$ cat src/common/bt_types_pkg.sv
package bt_types_pkg;

	// Bridge sizing
	localparam int stream_count = 4;
	localparam int stream_fifo_depth = 8;
	localparam int at_fifo_depth = 16;
	localparam int rsp_fifo_depth = 16;
	localparam int rest_cycles = 12;

	// Controller states, same codes as the board build
	typedef enum logic [3:0] {
		st_idle             = 4'b0000,
		st_wait_switch      = 4'b0001,
		st_load_at          = 4'b0010,
		st_rest_at          = 4'b0011,
		st_release          = 4'b0100,
		st_load_tx          = 4'b0101,
		st_begin_tx         = 4'b0110,
		st_rest_tx          = 4'b0111,
		st_receive_rsp      = 4'b1000,
		st_wait_rsp_request = 4'b1101,
		st_read_rsp         = 4'b1110,
		st_rest_rsp         = 4'b1111
	} bridge_state_e;

	// Host control levels
	typedef struct packed {
		logic want_at;
		logic access_streams;
		logic user_data_loaded;
		logic user_knows_stored;
		logic user_data_done;
		logic access_rsp;
		logic user_received_data;
		logic finished_with_rsp;
	} host_ctrl_t;

	typedef struct packed {
		bridge_state_e state;
		logic data_stored_for_user;
		logic data_ready_for_user;
	} host_status_t;

	// One sensor byte stream, valid is a strobe
	typedef struct packed {
		logic valid;
		logic [7:0] data;
	} stream_in_t;

endpackage

$ cat src/common/uart_pkg.sv
package uart_pkg;

	// Start, eight data bits, stop
	localparam int uart_frame_bits = 10;

	// Upper nibble of a byte from the phone app that carries a stream mask
	localparam logic [3:0] app_cmd_tag = 4'hA;

	// Last byte of a module reply
	localparam logic [7:0] rsp_terminator = 8'h0D;

	typedef struct packed {
		logic valid;
		logic [7:0] data;
	} rx_byte_t;

endpackage

$ cat src/design/byte_fifo.sv
module byte_fifo #(
	parameter int depth = 16
) (
	input  logic clock,
	input  logic reset,
	input  logic push,
	input  logic pop,
	input  logic [7:0] din,
	output logic [7:0] dout,
	output logic [$clog2(depth + 1) - 1:0] count,
	output logic empty,
	output logic full
);
	localparam int addr_bits = $clog2(depth);
	localparam int count_bits = $clog2(depth + 1);

	logic [7:0] mem [depth];
	logic [addr_bits - 1:0] wr_ptr;
	logic [addr_bits - 1:0] rd_ptr;
	logic do_push;
	logic do_pop;

	function automatic logic [addr_bits - 1:0] advance(input logic [addr_bits - 1:0] ptr);
		if (ptr == addr_bits'(depth - 1))
			return '0;
		return ptr + 1'b1;
	endfunction

	assign empty = (count == '0);
	assign full = (count == count_bits'(depth));
	assign do_push = push && !full;
	assign do_pop = pop && !empty;

	// Head byte is visible without a read
	assign dout = mem[rd_ptr];

	always_ff @(posedge clock or posedge reset)
	begin
		if (reset)
		begin
			wr_ptr <= '0;
			rd_ptr <= '0;
			count <= '0;
		end
		else
		begin
			if (do_push)
				wr_ptr <= advance(wr_ptr);
			if (do_pop)
				rd_ptr <= advance(rd_ptr);
			case ({do_push, do_pop})
				2'b10: count <= count + 1'b1;
				2'b01: count <= count - 1'b1;
				default: count <= count;
			endcase
		end
	end

	always_ff @(posedge clock)
	begin
		if (do_push)
			mem[wr_ptr] <= din;
	end

endmodule

$ cat src/design/stream_switch.sv
module stream_switch (
	input  logic clock,
	input  logic reset,
	input  logic cmd_valid,
	input  logic [bt_types_pkg::stream_count - 1:0] cmd_mask,
	input  logic [bt_types_pkg::stream_count - 1:0] empties,
	input  logic select_req,
	output logic [$clog2(bt_types_pkg::stream_count) - 1:0] select,
	output logic select_ready,
	output logic data_pending
);
	import bt_types_pkg::*;

	localparam int sel_bits = $clog2(stream_count);

	logic [stream_count - 1:0] enable_mask;
	logic [stream_count - 1:0] candidates;
	logic [sel_bits - 1:0] next_pick;
	logic [sel_bits - 1:0] probe;

	// Streams the app asked for that hold at least one byte
	assign candidates = enable_mask & ~empties;
	assign data_pending = |candidates;

	// Walk from farthest to nearest after the last served stream,
	// so the nearest candidate wins
	always_comb
	begin
		next_pick = select;
		probe = select;
		for (int i = stream_count; i >= 1; i--)
		begin
			probe = sel_bits'((int'(select) + i) % stream_count);
			if (candidates[probe])
				next_pick = probe;
		end
	end

	// select doubles as the last served pointer
	always_ff @(posedge clock or posedge reset)
	begin
		if (reset)
		begin
			enable_mask <= '0;
			select <= sel_bits'(stream_count - 1);
			select_ready <= 1'b0;
		end
		else
		begin
			if (cmd_valid)
				enable_mask <= cmd_mask;
			select_ready <= select_req;
			if (select_req)
				select <= next_pick;
		end
	end

endmodule

$ cat src/bridge_ctrl/bridge_ctrl.sv
module bridge_ctrl (
	input  logic clock,
	input  logic reset,
	input  bt_types_pkg::host_ctrl_t host,
	input  logic at_empty,
	input  logic data_pending,
	input  logic select_ready,
	input  logic [$clog2(bt_types_pkg::stream_count) - 1:0] select,
	input  logic [bt_types_pkg::stream_count - 1:0][7:0] stream_heads,
	input  logic [7:0] at_head,
	input  logic tx_done,
	input  logic rsp_done,
	output bt_types_pkg::host_status_t status,
	output logic at_push,
	output logic at_pop,
	output logic [bt_types_pkg::stream_count - 1:0] stream_pop,
	output logic rsp_pop,
	output logic select_req,
	output logic capture_rsp,
	output logic tx_start,
	output logic [7:0] tx_data
);
	import bt_types_pkg::*;

	localparam int rest_bits = $clog2(rest_cycles);

	bridge_state_e state;
	bridge_state_e next_state;
	logic [rest_bits - 1:0] rest_cnt;
	logic rest_done;
	logic more_to_send;
	logic [7:0] tx_hold;

	assign rest_done = (rest_cnt == rest_bits'(rest_cycles - 1));

	// AT mode drains the AT FIFO, data mode drains the enabled streams
	assign more_to_send = host.want_at ? !at_empty : data_pending;

	always_comb
	begin
		case (state)
			st_idle:
			begin
				if (host.want_at)
					next_state = host.user_data_loaded ? st_load_at : st_idle;
				else if (host.access_streams && data_pending)
					next_state = st_wait_switch;
				else
					next_state = st_idle;
			end
			st_load_at:
				next_state = st_rest_at;
			st_rest_at:
			begin
				if (!host.user_knows_stored)
					next_state = st_rest_at;
				else if (host.user_data_done)
					next_state = st_wait_switch;
				else
					next_state = st_idle;
			end
			st_wait_switch:
				next_state = select_ready ? st_release : st_wait_switch;
			st_release:
				next_state = st_load_tx;
			st_load_tx:
				next_state = st_begin_tx;
			st_begin_tx:
				next_state = tx_done ? st_rest_tx : st_begin_tx;
			st_rest_tx:
			begin
				if (!rest_done)
					next_state = st_rest_tx;
				else if (more_to_send)
					next_state = st_wait_switch;
				else if (host.want_at)
					next_state = st_receive_rsp;
				else
					next_state = st_idle;
			end
			st_receive_rsp:
				next_state = rsp_done ? st_wait_rsp_request : st_receive_rsp;
			st_wait_rsp_request:
				next_state = host.access_rsp ? st_read_rsp : st_wait_rsp_request;
			st_read_rsp:
				next_state = st_rest_rsp;
			st_rest_rsp:
			begin
				if (!host.user_received_data)
					next_state = st_rest_rsp;
				else if (host.finished_with_rsp)
					next_state = st_idle;
				else
					next_state = st_wait_rsp_request;
			end
			default:
				next_state = st_idle;
		endcase
	end

	always_ff @(posedge clock or posedge reset)
	begin
		if (reset)
		begin
			state <= st_idle;
			rest_cnt <= '0;
			tx_start <= 1'b0;
		end
		else
		begin
			state <= next_state;
			// load_tx always leads to begin_tx, so start lands on its first cycle
			tx_start <= (state == st_load_tx);
			if (state == st_rest_tx)
				rest_cnt <= rest_cnt + 1'b1;
			else
				rest_cnt <= '0;
		end
	end

	// Capture the head in the same cycle that pops it
	always_ff @(posedge clock)
	begin
		if (state == st_release)
			tx_hold <= host.want_at ? at_head : stream_heads[select];
	end

	always_comb
	begin
		stream_pop = '0;
		if (state == st_release && !host.want_at)
			stream_pop[select] = 1'b1;
	end

	assign at_push = (state == st_load_at);
	assign at_pop = (state == st_release) && host.want_at;
	assign rsp_pop = (state == st_read_rsp);
	// Request on the first wait_switch cycle only
	assign select_req = (state == st_wait_switch) && !select_ready;
	assign capture_rsp = (state == st_receive_rsp);
	assign tx_data = tx_hold;

	assign status.state = state;
	assign status.data_stored_for_user = (state == st_rest_at);
	assign status.data_ready_for_user = (state == st_rest_rsp);

endmodule

$ cat src/uart/uart_tx.sv
module uart_tx (
	input  logic clock,
	input  logic reset,
	input  logic start,
	input  logic [9:0] cycles_per_bit,
	input  logic [7:0] tx_data,
	output logic txd,
	output logic tx_done,
	output logic busy
);
	import uart_pkg::*;

	logic [9:0] cycle_cnt;
	logic [3:0] bit_cnt;
	logic [8:0] shift;
	logic bit_end;

	assign bit_end = (cycle_cnt == cycles_per_bit - 10'd1);

	always_ff @(posedge clock or posedge reset)
	begin
		if (reset)
		begin
			txd <= 1'b1;
			busy <= 1'b0;
			tx_done <= 1'b0;
			cycle_cnt <= '0;
			bit_cnt <= '0;
		end
		else
		begin
			tx_done <= 1'b0;
			if (!busy)
			begin
				if (start)
				begin
					// Start bit goes out right away
					busy <= 1'b1;
					txd <= 1'b0;
					cycle_cnt <= '0;
					bit_cnt <= '0;
				end
			end
			else if (bit_end)
			begin
				cycle_cnt <= '0;
				if (bit_cnt == 4'(uart_frame_bits - 1))
				begin
					busy <= 1'b0;
					tx_done <= 1'b1;
				end
				else
				begin
					txd <= shift[0];
					bit_cnt <= bit_cnt + 4'd1;
				end
			end
			else
				cycle_cnt <= cycle_cnt + 10'd1;
		end
	end

	// Data LSB first, stop bit on top
	always_ff @(posedge clock)
	begin
		if (start && !busy)
			shift <= {1'b1, tx_data};
		else if (busy && bit_end)
			shift <= {1'b1, shift[8:1]};
	end

endmodule

$ cat src/uart/uart_rx.sv
module uart_rx (
	input  logic clock,
	input  logic reset,
	input  logic rxd,
	input  logic [9:0] cycles_per_bit,
	input  logic capture_rsp,
	output logic cmd_valid,
	output logic [3:0] cmd_mask,
	output uart_pkg::rx_byte_t rsp,
	output logic rsp_done
);
	import uart_pkg::*;

	typedef enum logic [1:0] {rx_idle, rx_start, rx_data, rx_stop} rx_state_e;

	rx_state_e state;
	logic rxd_meta;
	logic rxd_sync;
	logic [9:0] cycle_cnt;
	logic [2:0] bit_cnt;
	logic [7:0] shift;
	logic [7:0] rsp_data;
	logic rsp_valid;
	logic half_end;
	logic bit_end;
	logic frame_ok;
	logic is_cmd;

	assign half_end = (cycle_cnt == (cycles_per_bit >> 1) - 10'd1);
	assign bit_end = (cycle_cnt == cycles_per_bit - 10'd1);
	// Stop bit sampled high
	assign frame_ok = (state == rx_stop) && bit_end && rxd_sync;
	assign is_cmd = (shift[7:4] == app_cmd_tag);

	always_ff @(posedge clock or posedge reset)
	begin
		if (reset)
		begin
			state <= rx_idle;
			rxd_meta <= 1'b1;
			rxd_sync <= 1'b1;
			cycle_cnt <= '0;
			bit_cnt <= '0;
			cmd_valid <= 1'b0;
			rsp_valid <= 1'b0;
			rsp_done <= 1'b0;
		end
		else
		begin
			rxd_meta <= rxd;
			rxd_sync <= rxd_meta;
			cmd_valid <= frame_ok && is_cmd;
			rsp_valid <= frame_ok && !is_cmd && capture_rsp;
			rsp_done <= frame_ok && !is_cmd && capture_rsp && (shift == rsp_terminator);
			cycle_cnt <= cycle_cnt + 10'd1;
			case (state)
				rx_idle:
				begin
					cycle_cnt <= '0;
					if (!rxd_sync)
						state <= rx_start;
				end
				rx_start:
				begin
					// Recheck the start bit at mid-period to reject glitches
					if (half_end)
					begin
						cycle_cnt <= '0;
						bit_cnt <= '0;
						state <= rxd_sync ? rx_idle : rx_data;
					end
				end
				rx_data:
				begin
					if (bit_end)
					begin
						cycle_cnt <= '0;
						bit_cnt <= bit_cnt + 3'd1;
						if (bit_cnt == 3'd7)
							state <= rx_stop;
					end
				end
				default:
				begin
					if (bit_end)
					begin
						cycle_cnt <= '0;
						state <= rx_idle;
					end
				end
			endcase
		end
	end

	always_ff @(posedge clock)
	begin
		if (state == rx_data && bit_end)
			shift <= {rxd_sync, shift[7:1]};
		if (frame_ok && is_cmd)
			cmd_mask <= shift[3:0];
		if (frame_ok && !is_cmd)
			rsp_data <= shift;
	end

	assign rsp.valid = rsp_valid;
	assign rsp.data = rsp_data;

endmodule

$ cat src/design/bt_bridge.sv
module bt_bridge (
	input  logic clock,
	input  logic reset,
	input  bt_types_pkg::host_ctrl_t host_ctrl,
	input  logic [7:0] at_byte,
	input  logic [9:0] cycles_per_bit,
	input  bt_types_pkg::stream_in_t [bt_types_pkg::stream_count - 1:0] streams,
	output bt_types_pkg::host_status_t status,
	output logic [7:0] rsp_byte,
	output logic [$clog2(bt_types_pkg::rsp_fifo_depth + 1) - 1:0] rsp_count,
	output logic txd,
	input  logic rxd
);
	import bt_types_pkg::*;
	import uart_pkg::*;

	logic [stream_count - 1:0] stream_empties;
	logic [stream_count - 1:0] stream_pop;
	logic [stream_count - 1:0][7:0] stream_heads;
	logic [$clog2(stream_count) - 1:0] select;
	logic select_req;
	logic select_ready;
	logic data_pending;
	logic at_push;
	logic at_pop;
	logic at_empty;
	logic [7:0] at_head;
	logic rsp_pop;
	rx_byte_t rsp;
	logic rsp_done;
	logic cmd_valid;
	logic [stream_count - 1:0] cmd_mask;
	logic capture_rsp;
	logic tx_start;
	logic [7:0] tx_data;
	logic tx_done;

	// Sensor streams, a full FIFO drops the strobe
	for (genvar i = 0; i < stream_count; i++)
	begin : g_stream
		byte_fifo #(
			.depth(stream_fifo_depth)
		) stream_fifo_i (
			.clock(clock),
			.reset(reset),
			.push(streams[i].valid),
			.pop(stream_pop[i]),
			.din(streams[i].data),
			.dout(stream_heads[i]),
			.count(),
			.empty(stream_empties[i]),
			.full()
		);
	end

	byte_fifo #(
		.depth(at_fifo_depth)
	) at_fifo_i (
		.clock(clock),
		.reset(reset),
		.push(at_push),
		.pop(at_pop),
		.din(at_byte),
		.dout(at_head),
		.count(),
		.empty(at_empty),
		.full()
	);

	// Module replies, read by the host
	byte_fifo #(
		.depth(rsp_fifo_depth)
	) rsp_fifo_i (
		.clock(clock),
		.reset(reset),
		.push(rsp.valid),
		.pop(rsp_pop),
		.din(rsp.data),
		.dout(rsp_byte),
		.count(rsp_count),
		.empty(),
		.full()
	);

	stream_switch switch_i (
		.clock(clock),
		.reset(reset),
		.cmd_valid(cmd_valid),
		.cmd_mask(cmd_mask),
		.empties(stream_empties),
		.select_req(select_req),
		.select(select),
		.select_ready(select_ready),
		.data_pending(data_pending)
	);

	bridge_ctrl ctrl_i (
		.clock(clock),
		.reset(reset),
		.host(host_ctrl),
		.at_empty(at_empty),
		.data_pending(data_pending),
		.select_ready(select_ready),
		.select(select),
		.stream_heads(stream_heads),
		.at_head(at_head),
		.tx_done(tx_done),
		.rsp_done(rsp_done),
		.status(status),
		.at_push(at_push),
		.at_pop(at_pop),
		.stream_pop(stream_pop),
		.rsp_pop(rsp_pop),
		.select_req(select_req),
		.capture_rsp(capture_rsp),
		.tx_start(tx_start),
		.tx_data(tx_data)
	);

	uart_tx tx_i (
		.clock(clock),
		.reset(reset),
		.start(tx_start),
		.cycles_per_bit(cycles_per_bit),
		.tx_data(tx_data),
		.txd(txd),
		.tx_done(tx_done),
		.busy()
	);

	uart_rx rx_i (
		.clock(clock),
		.reset(reset),
		.rxd(rxd),
		.cycles_per_bit(cycles_per_bit),
		.capture_rsp(capture_rsp),
		.cmd_valid(cmd_valid),
		.cmd_mask(cmd_mask),
		.rsp(rsp),
		.rsp_done(rsp_done)
	);

endmodule

$ cat config.mk
export PLATFORM = sky130hd
export DESIGN_NAME = bt_bridge
export DESIGN_NICKNAME = d
export VERILOG_FILES = /design/src/common/bt_types_pkg.sv /design/src/common/uart_pkg.sv /design/src/design/byte_fifo.sv /design/src/design/stream_switch.sv /design/src/bridge_ctrl/bridge_ctrl.sv /design/src/uart/uart_tx.sv /design/src/uart/uart_rx.sv /design/src/design/bt_bridge.sv
export SDC_FILE = /design/constraint.sdc
export NUM_CORES = 1
export LEC_CHECK = 0
export BUFFER_PORTS_ARGS = -buffer_cell sky130_fd_sc_hd__buf_2
export CAP_MARGIN = 15
export CORE_MARGIN = 8
export CORE_UTILIZATION = 51
export CTS_BUF_LIST = sky130_fd_sc_hd__clkbuf_8
export CTS_CLUSTER_DIAMETER = 200
export CTS_CLUSTER_SIZE = 10
export DETAILED_ROUTE_END_ITERATION = 8
export GPL_TIMING_DRIVEN = 0
export PLACE_DENSITY = 0.68
export SETUP_SLACK_MARGIN = 0.05
export SYNTH_ARGS = -nofsm -noshare
export SYNTH_HDL_FRONTEND = slang
export SYNTH_SLANG_ARGS = --single-unit
$ cat constraint.sdc
create_clock -name clock -period 3.23 [get_ports clock]
set_input_delay 0 -clock clock [delete_from_list [all_inputs] [get_ports clock]]
set_output_delay 0 -clock clock [all_outputs]
set_load 0.005 [all_outputs]
* Word-level counts from Yosys, hierarchy flattened *
Memory sizes are Yosys's and may differ from the RTL's.
Cells that the tools add are included.
Widths: inputs -> output; s select.

storage, ports and cells
  register bits after elaboration = 155
  latch bits = 0
  bits in writable memories = 512
  bits in read-only memories = 0
  output and inout port bits = 20
  word-level logic and storage cells = 349
  memories kept = 6

cells by class
  add/subtract/negate cells = 35
  multiply operators = 0
  div/mod/pow operators = 0
  order comparisons = 6
  equal/unequal tests = 58
  shifts and indexed selects = 0
  mux-type cells = 134
  bitwise operators = 2
  reduce and logical (&&, ||, !) cells = 66

memories
  memory                         words  bits a word  rd ports  clocked after Yosys merged registers in  write ports  RTL line         source
  at_fifo_i.mem                  16     8            1         0                                        1            byte_fifo.sv:17  logic [7:0] mem [depth];
  rsp_fifo_i.mem                 16     8            1         0                                        1            byte_fifo.sv:17
  g_stream[0].stream_fifo_i.mem  8      8            1         0                                        1            byte_fifo.sv:17
  g_stream[1].stream_fifo_i.mem  8      8            1         0                                        1            byte_fifo.sv:17
  g_stream[2].stream_fifo_i.mem  8      8            1         0                                        1            byte_fifo.sv:17
  g_stream[3].stream_fifo_i.mem  8      8            1         0                                        1            byte_fifo.sv:17

operators with widths
  operator               number
  $mux 4                 21
  $eq 4x4->1 const B     15
  $mux 3                 20
  $mux 1                 56
  $mux 10                5
  $pmux 4 s12            1
  $add 4x1->4 const B    10
  $mux 8                 4
  $pmux 4 s2             4
  $eq 10x10->1           3
  $add 3x1->3 const B    9
  $eq 3x3->1 const B     9
  $logic_and 1x1->1      26
  $mux 2                 12
  $add 10x1->10 const B  2
  $logic_not 4->1        5
  $pmux 10 s2            1
  $pmux 5 s2             2
  $reduce_bool 2->1      9
  $bmux 8 s2             1
  $eq 2x2->1 const B     8
  $eq 4x3->1 const B     4
  $logic_not 1->1        16
  $sub 4x1->4 const B    4
  other kinds (29)       54

* Longest topological paths before layout *
  depth after elaboration = 9
  depth in mapped cells = 13
  depth with buffers taken out = 13

* Cells and area by module *
Synthesis repeated with hierarchy kept, for this count alone.

unflattened totals
  cell total of the unflattened synthesis = 1790
  area total of the unflattened synthesis = 29662.2 µm²

modules (own cells, without submodules)
  module                                     times used  cells an instance  area an instance (µm²)  sequential area each (µm²)
  byte_fifo (g_stream[0].stream_fifo_i ...)  4           161                3158.0                  2172.1
  byte_fifo (at_fifo_i ...)                  2           305                5770.5                  4169.0
  uart_rx                                    1           204                2195.9                  1103.6
  uart_tx                                    1           176                1645.3                  666.9
  bridge_ctrl                                1           115                1203.7                  465.4
  stream_switch                              1           41                 444.2                   177.7

* Least setup slack after synthesis *
OpenSTA, ideal clock, no wires.

  kind = flip-flop to flip-flop
  start point = register ctrl_i.state[1]
  end point = register at_fifo_i.count[4]
  library setup time = 0.125 ns
  arrival = 2.712 ns
  path slack = 0.393 ns
  stages on the path, launching flop included = 12
  path buffers = 1
  path through = dfrtp_1 > clkbuf_1 > nand2b_1 > a211oi_1 > inv_1 > ha_1 > ha_1 > a21o_1 > a21oi_1 > xnor2_1 > nor2_1 > xor2_1

between the ends
  longest elaborated chain between the ends = 5
  elaborated cells between the ends (all ways) = 9
  those cells by class = 4 x eq/ne; 1 x mux; 4 x reduce/logical

RTL lines
  element                                          RTL line            source
  start: declaration                               bridge_ctrl.sv:27   bridge_state_e state;
  start signal: assignment                         bridge_ctrl.sv:105  state <= st_idle;
  start signal: assignment                         bridge_ctrl.sv:111  state <= next_state;
  $eq 4x3->1                                       bridge_ctrl.sv:136  assign at_pop = (state == st_release) && host.want_at;
  $logic_and 1x1->1                                bridge_ctrl.sv:136
  $logic_and 1x1->1                                byte_fifo.sv:32     assign do_pop = pop && !empty;
  $eq 2x1->1 or $eq 2x2->1 (tied branches)         byte_fifo.sv:51     case ({do_push, do_pop})
  $pmux 5 s2 or $reduce_bool 2->1 (tied branches)  --
  end signal: assignment                           byte_fifo.sv:52     2'b10: count <= count + 1'b1;
  end signal: assignment                           byte_fifo.sv:53     2'b01: count <= count - 1'b1;
  end signal: assignment                           byte_fifo.sv:54     default: count <= count;
  end: declaration                                 byte_fifo.sv:10     output logic [$clog2(depth + 1) - 1:0] count,

Several ways; a longest one is shown, not always the timed one.
A chain may end at the register's enable or synchronous reset.

* Worst setup path in the final report *
  start point = input port cycles_per_bit[1]
  end point = register tx_i.busy

between the ends
  longest elaborated chain between the ends = 4

RTL lines
  element                 RTL line        source
  start: declaration      bt_bridge.sv:6  input logic [9:0] cycles_per_bit,
  $sub 10x1->10           uart_tx.sv:18   assign bit_end = (cycle_cnt == cycles_per_bit - 10'd1);
  $eq 10x10->1            uart_tx.sv:18
  $mux 1                  uart_tx.sv:44   else if (bit_end)
  $mux 1                  uart_tx.sv:33   if (!busy)
  end signal: assignment  uart_tx.sv:25   busy <= 1'b0;
  end signal: assignment  uart_tx.sv:38   busy <= 1'b1;
  end signal: assignment  uart_tx.sv:49   busy <= 1'b0;
  end: declaration        uart_tx.sv:9    output logic busy

No other way between the ends.

==> impl_results.md <==
* Crit path DAT at 3.51 ns
* Post-detailed-route count of antenna-violating nets at 0
* Upper clock frequency limit at 0.334 GHz
* Class of the tightest hold or removal check: input pin to flip-flop
* Unrepaired setup endpoints after global routing: true
* Number of rows created at floorplan at 87
* Fraction of layout cells with a size suffix above 1 at 20.6%
* Global Route met3 Usage at 3.71%
* Dpl hpwl at 41000 microns
* Synthesized cell area at 28700 sq um
* Max cap viols at 0
* Overflow after GRT at 0
* Wire length of the first global-routing pass at 93500 microns
* PD cells at 629 nW/um^2
* Layout area overhead at 12.7%
* Total length of routed wires at 59500 microns
* Flip-flop cell with the highest count after synthesis: sky130_fd_sc_hd__edfxtp_1
* XOR/XNOR Fraction of Synth Area at 2.63%
* Peak supply drop at 0.409 mV
* Net Sw Frac at 28.9%
* Net count after synthesis at 1888
* Element type at the critical path start: input pin
* Routing layer with the top usage in global route: met2
* Async set or reset register ratio after synthesis at 17.8%
* Final Slew Violations at 0
* Leading post-synthesis cells by instance count: sky130_fd_sc_hd__edfxtp_1 (548), sky130_fd_sc_hd__mux4_2 (129), sky130_fd_sc_hd__dfrtp_1 (114)
* Adder and majority gate portion of the synthesized area at 3.16%
* Share of the clock period used by the worst path after layout at 92.8%
* Pin count of the biggest net entering global routing at 63
* Via/cell ratio at 5.66
* Global Route Usage Sum at 18.9%
* Share of power burned in combinational logic at 21.5%
* Maximum count of clock buffers along a single path at 3
* H-tree depth reported by CTS at 3
* Multiplexer share of the synthesized area at 14.0%
* CTS tree: built
* Class of the most critical setup path: input pin to flip-flop
* Number of buffers added on ports at 80
* Number of global-route vias before repair at 16414
* Cell total after placement at 2618
* CP endpoint kind: flip-flop
* Number of synthesized flops with an enable pin at 548
* TritonRoute pass-1 iters at 5
* Largest fanout on the critical path at 10
* Main combinational cell family by area after synthesis: multiplexers
* Critical hold path startpoint: cycles_per_bit[4]
* Chip Width at 253 microns
* Fraction of power consumed by the clock network at 25.3%
* Layout Nets at 2134
* Die Ht at 253 microns
* Critical Path Start: cycles_per_bit[1]
* Startpoint of the lowest-slack register-to-register path: tx_i.cycle_cnt[3]$_DFFE_PP0P_
* M1 GR Usage at 25.0%
* Power share of the sequential group at 53.1%
* Psw at 5.88 mW
* Clock latency at the later pin of the worst-skew pair at 0.65 ns
* Power Total at 20.4 mW
* Fraction of the mapped netlist area in simple logic gates at 6.68%
* Aggregate negative setup slack at 0 ns
* Drt initial violations at 1181
* Worst clock skew at 0.0237 ns
* Final core utilization at 57.8%
* Number of clock sinks seen by CTS at 667
* Met2 usage at 30.8%
* Post-Syn Instances at 1754
* Cell taking the most area after synthesis: sky130_fd_sc_hd__edfxtp_1
* Synth unique cells at 77
* Most area-consuming cells after synthesis: sky130_fd_sc_hd__edfxtp_1 (57%), sky130_fd_sc_hd__mux4_2 (10%), sky130_fd_sc_hd__dfrtp_1 (9.9%), sky130_fd_sc_hd__ha_1 (2.7%), sky130_fd_sc_hd__mux2i_1 (2.3%)
* Mean Syn Cell Area at 16.4 sq um
* Placement Setup Slack at -0.233 ns
* Total via count after detailed routing at 15948
* Cell leakage power at 11.5 nW
* Antenna violations before repair at 3
* Required time of the critical path at 3.75 ns
* Area of placed instances at 30400 sq um
* Setup violations, final at 0
* Result of the run: finished clean
* Total CTS buffers at 76
* Final standard cell count with taps included and fillers excluded at 2820
* Cell area after layout at 32400 sq um
* Post-route minimum period at 3.00 ns
* Clock-pin slew reported for the worst setup and hold paths after clock tree synthesis at 0.08 ns
* Final estimated routing congestion in global placement at 0.875
* Top-level port count at 85
* Final routed wire length divided by cell count at 21.1 microns
* Synthesis Warnings at 0
* Compound-Gate Fraction of Synth Area at 4.04%
* Initial core utilization at 51.3%
* Most instantiated library cell after synthesis: sky130_fd_sc_hd__edfxtp_1
* Slew margin rel. at 34.7%
* Flop and latch count out of synthesis at 667
* Floorplan die area at 64200 sq um
* Final Worst Setup Slack at 0.233 ns
* CTS Root Buffer Type: sky130_fd_sc_hd__clkbuf_8
* Portion of synthesized cell area occupied by the leading cell type at 57.3%
* Minimum hold slack at 0.109 ns
* Sequential fraction of the synthesis area at 67.7%
* DRC Markers at 0
* Measured slew at the worst slew-check pin at 0.975 ns
* Floorplan Core Area at 56100 sq um
* Pint at 14.5 mW
* Final hold violation count at 0
==> repair_timing <==
action,4_1_cts,5_1_grt
hold endpoints to repair,574,0
gates cloned,0,0
buffers inserted,1,0
hold buffers,60,0
setup endpoints to repair,24,41
resized for setup,11,20
pin swaps,1,0
==> power groups by stage <==
stage / logic, mW / clock network (mW) / registers [mW]
floorplan: 3.06 / 0 / 10.8
global placement: 4.08 / 0 / 10.9
detailed placement: 4.34 / 0 / 11.0
CTS: 4.46 / 5.35 / 10.8
global route: 4.86 / 5.66 / 10.9
finish: 4.39 / 5.16 / 10.8
==> worst paths after layout <==
check                                                    to  slack (ns)  cells past startpoint
max                                     tx_i.busy$_DFF_PP0_        0.23                     14
min                             rx_i.bit_cnt[2]$_DFFE_PP0P_        0.11                      7
max reg2reg                             tx_i.busy$_DFF_PP0_        0.26                      8
min reg2reg                         rx_i.rxd_sync$_DFF_PP1_        0.37                      0
max in group asynchronous              tx_i.txd$_DFFE_PP1P_        1.88                      5
min in group asynchronous  rsp_fifo_i.rd_ptr[0]$_DFFE_PP0P_        0.56                      4
==> registers in the layout, indices dropped and copies added, names as in the netlist, 4 cells and up <==
register,flops
tx_i.shift,8
rsp_fifo_i.count,5
switch_i.enable_mask,4
g_stream.stream_fifo_i.mem,256
ctrl_i.tx_data,8
rx_i.cycle_cnt,10
at_fifo_i.rd_ptr,4
tx_i.cycle_cnt,10
g_stream.stream_fifo_i.count,16
ctrl_i.state,4
rx_i.rsp_data,8
at_fifo_i.mem,128
at_fifo_i.wr_ptr,4
rsp_fifo_i.rd_ptr,4
rsp_fifo_i.wr_ptr,4
rsp_fifo_i.mem,128
rx_i.cmd_mask,4
g_stream.stream_fifo_i.rd_ptr,12
g_stream.stream_fifo_i.wr_ptr,12
rx_i.shift,8
at_fifo_i.count,5
tx_i.bit_cnt,4
ctrl_i.rest_cnt,4
==> critical path, cell delays in order <==
cell                            delay, ns
sky130_fd_sc_hd__dlygate4sd3_1       0.53
sky130_fd_sc_hd__buf_2               0.14
sky130_fd_sc_hd__inv_1               0.08
sky130_fd_sc_hd__ha_1                0.14
sky130_fd_sc_hd__buf_4               0.16
sky130_fd_sc_hd__or4b_1              0.46
sky130_fd_sc_hd__buf_6               0.16
sky130_fd_sc_hd__nor3_1              0.25
sky130_fd_sc_hd__xnor3_1             0.21
sky130_fd_sc_hd__nand2_1             0.06
sky130_fd_sc_hd__or4_1               0.51
sky130_fd_sc_hd__dlygate4sd3_1       0.59
sky130_fd_sc_hd__nor2_1              0.18
sky130_fd_sc_hd__nor2_1              0.06
==> cells in the final DEF (no fill, tap or decap), drive strengths merged, types with 9 or more instances in the layout <==
cell type,n
nor2,101
nand3,35
nor4,11
buf,139
nand4,12
xnor2,40
mux4,129
nor2b,9
and3,15
o21ai,62
inv,111
a21o,14
dlygate4sd3,60
clkbuf,127
dfrtp,114
ha,63
nor3,44
xor2,35
nand2b,19
mux2,41
a21oi,27
mux2i,65
edfxtp,548
nand2,111
==> logic make-up after synthesis <==
| kind of cell | Yosys count |
|---|---|
| simple gates | 393 |
| mux | 235 |
| xor+xnor | 79 |
| buf+inv | 134 |
| fa+ha+maj | 69 |
| flops | 667 |
| compound gates | 177 |
==> routing by layer <==
metal	up-vias	share of wire, %	wire length, microns
li1	7287	-	-
met1	8107	42	24900
met2	427	49	29400
met3	123	5.5	3270
met4	4	3.2	1920
met5	-	0.042	25
==> area by class of cell <==
class                      instances  area, sq um
fill                            4262        23700
sequential                       667        19400
multi-input combinational        953         8890
timing repair buffer             169         1220
clock buffer                      78         1070
tap                              756          946
buffer                            82          372
clock inverter                    63          258
inverter                          51          196
antenna                            1         2.50
(Power assumes the default switching activity.)
